[src/logic/rv_defines.svh]
`ifndef RV_DEFINES_SVH
`define RV_DEFINES_SVH

// widths shared by the decode stage and everything that talks to it

// data path width of the RV32I core
`define XLEN 32

// architectural register count, x0 included
`define NREGS 32

// bits needed to name one of the registers above
`define REG_IDX_W 5

`endif

[src/logic/isa_pkg.sv]
`include "rv_defines.svh"

package isa_pkg;

  typedef logic [`XLEN-1:0] word_t;  // operand, write data and immediate values

  typedef logic [`REG_IDX_W-1:0] reg_idx_t;  // register file index

  // major opcodes of the RV32I base set, bits 6:0 of the instruction
  typedef enum logic [6:0] {
    OP_LUI    = 7'b0110111,
    OP_AUIPC  = 7'b0010111,
    OP_JAL    = 7'b1101111,
    OP_JALR   = 7'b1100111,
    OP_BRANCH = 7'b1100011,
    OP_LOAD   = 7'b0000011,
    OP_STORE  = 7'b0100011,
    OP_IMM    = 7'b0010011,
    OP_REG    = 7'b0110011
  } opcode_t;

  // instruction formats, used to pick the immediate layout
  typedef enum logic [2:0] {
    R_TYPE = 3'd0,
    I_TYPE = 3'd1,
    S_TYPE = 3'd2,
    B_TYPE = 3'd3,
    U_TYPE = 3'd4,
    J_TYPE = 3'd5
  } encoding_t;

  // field split of the R layout
  // the other formats reuse the same bit positions for rs1, rs2 and rd,
  // their immediates are pulled out of the raw bits by imm_gen
  typedef struct packed {
    logic [6:0] funct7;  // bit 5 marks sub and arithmetic shift
    reg_idx_t   rs2;
    reg_idx_t   rs1;
    logic [2:0] funct3;
    reg_idx_t   rd;
    opcode_t    opcode;
  } instruction_t;

endpackage

[src/logic/ctrl_pkg.sv]
package ctrl_pkg;

  // operations the execute stage ALU understands
  typedef enum logic [3:0] {
    ALU_AND                = 4'd0,
    ALU_OR                 = 4'd1,
    ALU_XOR                = 4'd2,
    ALU_ADD                = 4'd3,
    ALU_SUB                = 4'd4,
    ALU_SHIFT_LEFT         = 4'd5,
    ALU_SHIFT_RIGHT        = 4'd6,
    ALU_SHIFT_RIGHT_AR     = 4'd7,
    ALU_LESS_THAN_UNSIGNED = 4'd8,
    ALU_LESS_THAN_SIGNED   = 4'd9
  } alu_op_t;

  // control word handed from decode to execute
  // it travels down the pipeline with the instruction, the later stages
  // peel off the fields they need
  typedef struct packed {
    isa_pkg::encoding_t encoding;
    alu_op_t            alu_op;
    logic               alu_src;        // 1 picks the immediate as operand b
    logic               mem_read;
    logic               mem_write;
    logic               mem_to_reg;     // write back load data instead of the ALU result
    logic               is_branch;
    logic               reg_write;
    isa_pkg::reg_idx_t  write_back_id;  // zero when nothing is written back
  } control_t;

endpackage

[src/logic/control_decoder.sv]
`timescale 1ns/1ps

module control_decoder (
  input  isa_pkg::instruction_t instruction,
  output ctrl_pkg::control_t    control
);

  logic              alt_funct;  // funct7 bit 5
  logic              is_reg_op;
  ctrl_pkg::alu_op_t alu_op;

  assign alt_funct = instruction.funct7[5];
  assign is_reg_op = (instruction.opcode == isa_pkg::OP_REG);

  // funct3 picks the ALU operation and funct7 bit 5 only matters for the alternate ops
  always_comb begin
    alu_op = ctrl_pkg::ALU_ADD;  // address and link computations all add
    case (instruction.opcode)
      isa_pkg::OP_REG,
      isa_pkg::OP_IMM: begin
        case (instruction.funct3)
          3'b000: begin
            // addi has no subtract form, so funct7 is only looked at for OP_REG
            if (is_reg_op && alt_funct) begin
              alu_op = ctrl_pkg::ALU_SUB;
            end else begin
              alu_op = ctrl_pkg::ALU_ADD;
            end
          end
          3'b001: alu_op = ctrl_pkg::ALU_SHIFT_LEFT;
          3'b010: alu_op = ctrl_pkg::ALU_LESS_THAN_SIGNED;
          3'b011: alu_op = ctrl_pkg::ALU_LESS_THAN_UNSIGNED;
          3'b100: alu_op = ctrl_pkg::ALU_XOR;
          3'b101: begin
            if (alt_funct) begin
              alu_op = ctrl_pkg::ALU_SHIFT_RIGHT_AR;
            end else begin
              alu_op = ctrl_pkg::ALU_SHIFT_RIGHT;
            end
          end
          3'b110: alu_op = ctrl_pkg::ALU_OR;
          default: alu_op = ctrl_pkg::ALU_AND;  // 3'b111
        endcase
      end
      isa_pkg::OP_BRANCH: begin
        // funct3 bit 0 only inverts the condition and execute handles that
        case (instruction.funct3[2:1])
          2'b00: alu_op = ctrl_pkg::ALU_SUB;                 // beq, bne
          2'b10: alu_op = ctrl_pkg::ALU_LESS_THAN_SIGNED;    // blt, bge
          2'b11: alu_op = ctrl_pkg::ALU_LESS_THAN_UNSIGNED;  // bltu, bgeu
          default: alu_op = ctrl_pkg::ALU_ADD;
        endcase
      end
      default: begin
        alu_op = ctrl_pkg::ALU_ADD;
      end
    endcase
  end

  // format and side effect flags
  always_comb begin
    control.encoding   = isa_pkg::R_TYPE;
    control.alu_op     = alu_op;
    control.alu_src    = 1'b0;
    control.mem_read   = 1'b0;
    control.mem_write  = 1'b0;
    control.mem_to_reg = 1'b0;
    control.is_branch  = 1'b0;
    control.reg_write  = 1'b0;

    case (instruction.opcode)
      isa_pkg::OP_REG: begin
        control.reg_write = 1'b1;
      end
      isa_pkg::OP_IMM,
      isa_pkg::OP_JALR: begin
        control.encoding  = isa_pkg::I_TYPE;
        control.alu_src   = 1'b1;
        control.reg_write = 1'b1;
      end
      isa_pkg::OP_LOAD: begin
        control.encoding   = isa_pkg::I_TYPE;
        control.alu_src    = 1'b1;
        control.mem_read   = 1'b1;
        control.mem_to_reg = 1'b1;
        control.reg_write  = 1'b1;
      end
      isa_pkg::OP_STORE: begin
        control.encoding  = isa_pkg::S_TYPE;
        control.alu_src   = 1'b1;
        control.mem_write = 1'b1;
      end
      isa_pkg::OP_BRANCH: begin
        control.encoding  = isa_pkg::B_TYPE;  // compares two registers
        control.is_branch = 1'b1;
      end
      isa_pkg::OP_LUI,
      isa_pkg::OP_AUIPC: begin
        control.encoding  = isa_pkg::U_TYPE;
        control.alu_src   = 1'b1;
        control.reg_write = 1'b1;
      end
      isa_pkg::OP_JAL: begin
        control.encoding  = isa_pkg::J_TYPE;
        control.alu_src   = 1'b1;
        control.reg_write = 1'b1;
      end
      default: begin
        // an unknown opcode leaves the word inert so it behaves like a bubble
      end
    endcase

    control.write_back_id = control.reg_write ? instruction.rd : '0;
  end

endmodule

[src/logic/decode_stage.sv]
`timescale 1ns/1ps

module decode_stage (
  input  logic                  clk,
  input  logic                  rst_n,
  input  isa_pkg::instruction_t instruction,

  // result coming back from write back
  input  logic                  reg_write,
  input  isa_pkg::reg_idx_t     write_id,
  input  isa_pkg::word_t        write_data,

  output ctrl_pkg::control_t    control,
  output isa_pkg::word_t        immediate_data,
  output isa_pkg::reg_idx_t     rs1,
  output isa_pkg::reg_idx_t     rs2,
  output isa_pkg::word_t        read1_data,
  output isa_pkg::word_t        read2_data
);

  // source indices sit at the same bit positions in every format, so they
  // are taken straight from the instruction and sent on for hazard checks
  assign rs1 = instruction.rs1;
  assign rs2 = instruction.rs2;

  control_decoder control_decoder_inst (
    .instruction (instruction),
    .control     (control)
  );

  // the format the decoder found picks the layout without a second opcode decode
  imm_gen imm_gen_inst (
    .instruction    (instruction),
    .encoding       (control.encoding),
    .immediate_data (immediate_data)
  );

  register_file register_file_inst (
    .clk        (clk),
    .rst_n      (rst_n),
    .read1_id   (rs1),
    .read2_id   (rs2),
    .write_en   (reg_write),
    .write_id   (write_id),
    .write_data (write_data),
    .read1_data (read1_data),  // already carries the write back bypass
    .read2_data (read2_data)
  );

endmodule

[src/logic/imm_gen.sv]
`timescale 1ns/1ps
`include "rv_defines.svh"

module imm_gen (
  input  isa_pkg::instruction_t instruction,
  input  isa_pkg::encoding_t    encoding,
  output isa_pkg::word_t        immediate_data
);

  logic [31:0] ir;  // raw instruction bits since the formats cut across the struct fields
  logic        sign;

  assign ir   = instruction;
  assign sign = ir[31];  // every format keeps its sign in bit 31

  always_comb begin
    case (encoding)
      isa_pkg::I_TYPE: begin
        immediate_data = {{(`XLEN-12){sign}}, ir[31:20]};
      end
      isa_pkg::S_TYPE: begin
        immediate_data = {{(`XLEN-12){sign}}, ir[31:25], ir[11:7]};
      end
      isa_pkg::B_TYPE: begin
        // branch offsets are in halfwords, so bit 0 is always clear
        immediate_data = {{(`XLEN-13){sign}}, ir[31], ir[7], ir[30:25], ir[11:8], 1'b0};
      end
      isa_pkg::U_TYPE: begin
        immediate_data = {ir[31:12], 12'b0};  // already fills the word
      end
      isa_pkg::J_TYPE: begin
        immediate_data = {{(`XLEN-21){sign}}, ir[31], ir[19:12], ir[20], ir[30:21], 1'b0};
      end
      default: begin
        immediate_data = '0;  // R format has no immediate
      end
    endcase
  end

endmodule

[src/logic/register_file.sv]
`timescale 1ns/1ps
`include "rv_defines.svh"

module register_file (
  input  logic              clk,
  input  logic              rst_n,
  input  isa_pkg::reg_idx_t read1_id,
  input  isa_pkg::reg_idx_t read2_id,
  input  logic              write_en,
  input  isa_pkg::reg_idx_t write_id,
  input  isa_pkg::word_t    write_data,
  output isa_pkg::word_t    read1_data,
  output isa_pkg::word_t    read2_data
);

  isa_pkg::word_t regs [`NREGS];

  logic write_live;  // a real write is happening this cycle
  logic bypass1;
  logic bypass2;

  // x0 is never written, so it keeps the zero from reset
  assign write_live = write_en && (write_id != '0);

  always_ff @(posedge clk or negedge rst_n) begin
    if (!rst_n) begin
      for (int i = 0; i < `NREGS; i++) begin
        regs[i] <= '0;
      end
    end else if (write_live) begin
      regs[write_id] <= write_data;
    end
  end

  // the result arriving from write back this cycle is forwarded straight to
  // the read ports so decode never sees the stale word
  assign bypass1 = write_live && (write_id == read1_id);
  assign bypass2 = write_live && (write_id == read2_id);

  always_comb begin
    if (read1_id == '0) begin
      read1_data = '0;
    end else if (bypass1) begin
      read1_data = write_data;
    end else begin
      read1_data = regs[read1_id];
    end
  end

  always_comb begin
    if (read2_id == '0) begin
      read2_data = '0;
    end else if (bypass2) begin
      read2_data = write_data;
    end else begin
      read2_data = regs[read2_id];
    end
  end

endmodule

[config.mk]
export PLATFORM = sky130hd
export DESIGN_NAME = decode_stage
export DESIGN_NICKNAME = d
export VERILOG_FILES = /design/src/logic/isa_pkg.sv /design/src/logic/ctrl_pkg.sv /design/src/logic/control_decoder.sv /design/src/logic/decode_stage.sv /design/src/logic/imm_gen.sv /design/src/logic/register_file.sv
export VERILOG_INCLUDE_DIRS = /design/src /design/src/logic
export SDC_FILE = /design/constraint.sdc
export NUM_CORES = 2
export LEC_CHECK = 0
export BUFFER_PORTS_ARGS = -buffer_cell sky130_fd_sc_hd__clkbuf_2
export CAP_MARGIN = 20
export CORE_ASPECT_RATIO = 0.7
export CORE_UTILIZATION = 45
export DETAILED_ROUTE_END_ITERATION = 7
export PLACE_DENSITY = 0.7
export SETUP_SLACK_MARGIN = 0.5
export SLEW_MARGIN = 10
export SYNTH_ARGS = -nofsm -noshare
export SYNTH_HDL_FRONTEND = slang
export SYNTH_SLANG_ARGS = --single-unit
[constraint.sdc]
create_clock -name clk -period 3.2 [get_ports clk]
set_clock_uncertainty 0.1 [all_clocks]
set_input_delay 0.32 -clock clk [delete_from_list [all_inputs] [get_ports clk]]
set_output_delay 0.32 -clock clk [all_outputs]
set_load 0.01 [all_outputs]
==> results.md <==
- Run status: finished, final reports clean
- Crit end category: output port
- Sw Share: 28.2%
- Cell area power density: 600 nW/um2
- Maximum number of pins on one net before global-route repair: ~110
- Distinct cell type count after synthesis: 63
- Clock Tree Root: clkbuf_16
- Post-detailed-placement half-perimeter wirelength: 116000 um
- Max H-tree Level: 3
- Synth top area cells: dfrtp_1, mux2_2, mux4_2
- Synthesized area: 56400 um2
- Largest registers ranked by flip-flop count: register_file_inst.regs x1024
- Most instantiated flip-flop cell in the synthesis netlist: dfrtp_1
- Total placed instance area: 60400 um2
- Number of enable-type register cells in the synthesized netlist: 0
- Part of the power in the clock network: around 34%
- Die X-Extent: 425 um
- Slew headroom: 36.5%
- Number of flip-flops under the largest register name: 1024
- Initial antenna violation count: 4
- Nets in the synthesized netlist: 4089
- Average wire length per cell after detail routing: 32.5 um
- Portion of the clock cycle consumed by the worst path in the final layout: a little over nine tenths
- Remaining routing DRC violations: 0
- RSZ-0062 raised after global routing: yes
- Overall track demand over capacity in global routing: 30.4%
- Top-count cell post-synth: mux2_2
- Final max-slew violation count: 0
- Sort of element at the start of the critical path: register
- Worst-case clock buffer depth: 3
- Total Die Area: 127000 um2
- Via-to-Cell Ratio: 6.69
- Maximum clock rate: 318 MHz
- Cell accounting for the most synthesized area: dfrtp_1
- # nets final: 4291
- DRC violation total after the first TritonRoute iteration: 4859
- Y dimension of the die: 298 um
- Arrival time reported for the critical path endpoint: between 2000 and 3000 ps
- Count of TritonRoute iterations in the first routing pass: 6
- Post-Syn Area per Cell: between 10 and 15 um2
- CTS tree: yes
- Post-synth ARST share: 100%
- Top-level port count: roughly 200
- Proportion of layout cells with a drive suffix above 1: 56.6%
- Fraction of synthesized cell area taken by the top area cell type: 45.5%
- Minimum period implied by the final worst setup slack: 3140 ps
- Antenna Violating Nets Remaining: 0
- Number of fill cells in the layout: 9922
- Finished Cell Area: 66500 um2
- Relative area change from synthesis to final layout: 18.0%
- Crit path kind: reg -> out
- Total overflow reported by the global router: 0
- Fraction of power consumed by sequential logic: 43.3%
- Count of yosys warnings during synthesis: 0
- Detailed-route wire length: 194000 um
- Clk sinks: around 1000
- Max-cap check violation count: 0
- Lkg Pwr: approximately 30 nW
- Post-synthesis sequential area ratio: 45.5%
- Combinational fraction of design power: 22.6%
- Total setup violations reported at the end of the flow: 0
- Post-Synthesis Cells: between 4000 and 5000
- Clock slew at the register clock pins of the worst setup and hold paths: 70 ps
- Sum of negative setup slack: 0 ps
- Placeable core region: 124000 um2
- Starting Density: 45.4%
- Number of buffer cells added on primary ports: roughly 200
- Global-route wire length before repair: 282000 um
- Flip-flop and latch count after synthesis: 1024
- Most flops, register: register_file_inst.regs
- Register cell area after layout: 25600 um2
- Via count of the first global-routing pass: 40000
- Largest fanout on the critical path: 3
- Worst EP required: 2780 ps
- Switching power: around 11 mW
- Hold Vio Cnt, Final: 0
- Number of buffers created by CTS: 108
- Area of combinational cells with multiple inputs: 29700 um2
- Worst IR Drop VDD: 538 uV
- Class of the tightest hold or removal check: in -> reg
- Site row count: 108
- Pint: 28.6 mW
- Worst Max-Slew Pin Slew: approximately 950 ps
- Clk Latency, worst-skew pair: 730 ps
- Total number of vias: 39900
- Cell types with the highest counts after synthesis: mux2_2, dfrtp_1, mux4_2
- Final RePlAce weighted congestion: approximately 0.88
cell usage in the layout, fill, tap and decap left out, drive strengths merged, types with 5 or more instances in the layout:
master    Yosys  final
a211o        22     22
a211oi       51     51
a21o         13     13
a21oi        79     79
a221o        39     39
a221oi       67     67
a22o          6      6
a22oi        31     31
a31oi        15     15
a32o          8      8
and2         24     24
and3          5      5
buf         201    376
bufbuf        0      5
bufinv        0     13
clkbuf      262    325
clkinv        1     25
clkinvlp      0      9
dfrtp      1024   1024
diode         0      5
ha            6      6
inv          14     16
mux2       1039   1039
mux2i       218    218
mux4        410    410
nand2       107    107
nand2b       16     16
nand3        10     10
nor2         53     53
nor2b        22     22
nor3         40     40
nor4          6      6
o211ai       18     18
o21ai       137    137
o221ai       20     20
or2           6      6
xnor2         6      6
path summary, 6_finish.rpt:
path,endpoint,startpoint,cells after the start,slack (ps)
min reg2reg,register_file_inst.regs[992],register_file_inst.regs[992],0,300
min,register_file_inst.regs[134],write_data[6],2,90
max,read1_data[30],register_file_inst.regs[958],4,60
max reg2reg,register_file_inst.regs[287],register_file_inst.regs[287],5,1870
min in group asynchronous,register_file_inst.regs[186],rst_n,3,260
max in group asynchronous,register_file_inst.regs[121],rst_n,3,1410
kinds of logic after synthesis:
group,after synthesis,synth area share [%]
muxes,1667,41.0
DFF,1024,45.5
AOI/OAI and AO/OA,524,6.59
buffers and inverters,478,4.03
and+or+nand+nor,302,2.63
xor gates and xnor gates,10,0.155
adders and majority gates,6,0.133
worst max-delay path, stage by stage, from the launching register on:
cell and delay, ps:
dfrtp_1 400, mux4_2 480, mux4_2 550, a221o_1 400
buf_6 160
cell type report:
cell class                 instances  area share (%)
timing repair buffer             555            7.84
clock inverter                    48           0.941
inverter                          15          0.0865
clock buffer                     153            4.84
multi-input combinational       2509            44.6
tap                             1650            3.10
sequential                      1024            38.5
antenna                            5          0.0188
power by group through the flow:
stage	sequential (mW)	combinational, mW	clock, mW
after detailed placement	17.4	8.19	0
after CTS	17.1	8.75	13.7
final	17.3	9.03	13.6
after global placement	17.2	7.99	0
after global routing	17.5	9.56	14.2
after floorplan	16.7	6.04	0
layer usage:
metal,vias up,part of all wire [%],global-route usage [%]
met5,-,0,0
met4,0,4.7,12.7
met3,497,11,7.45
met2,2379,45,45.6
met1,21100,39,42.0
li1,15900,-,-
repair_timing:
item	CTS	global route
gates cloned	6	0
hold buffers	2	0
endpoints found under the hold margin	687	0
resized for setup	226	110
pin swaps	122	72
buffers inserted	75	31
endpoints found under the setup margin	64	66
per-stage QoR:
| stage | hold slack, ps | worst slack (ps) | util [%] | power (mW) | instances |
|---|---|---|---|---|---|
| 2_1_floorplan | -75.6 | 534 | - | 22.8 | 4011 |
| 3_5_place_dp | 142 | -204 | 48.7 | 25.6 | 5639 |
| 6_report | 89.2 | 59.6 | 53.6 | 39.9 | 5959 |
| 5_1_grt | 57.5 | 3.97 | 53.6 | 41.3 | 5957 |
| 3_3_place_gp | 138 | -179 | 48.7 | 25.2 | 5639 |
| 4_1_cts | 35.8 | 41.2 | 53.1 | 39.6 | 5923 |
(Power assumes the default switching activity.)
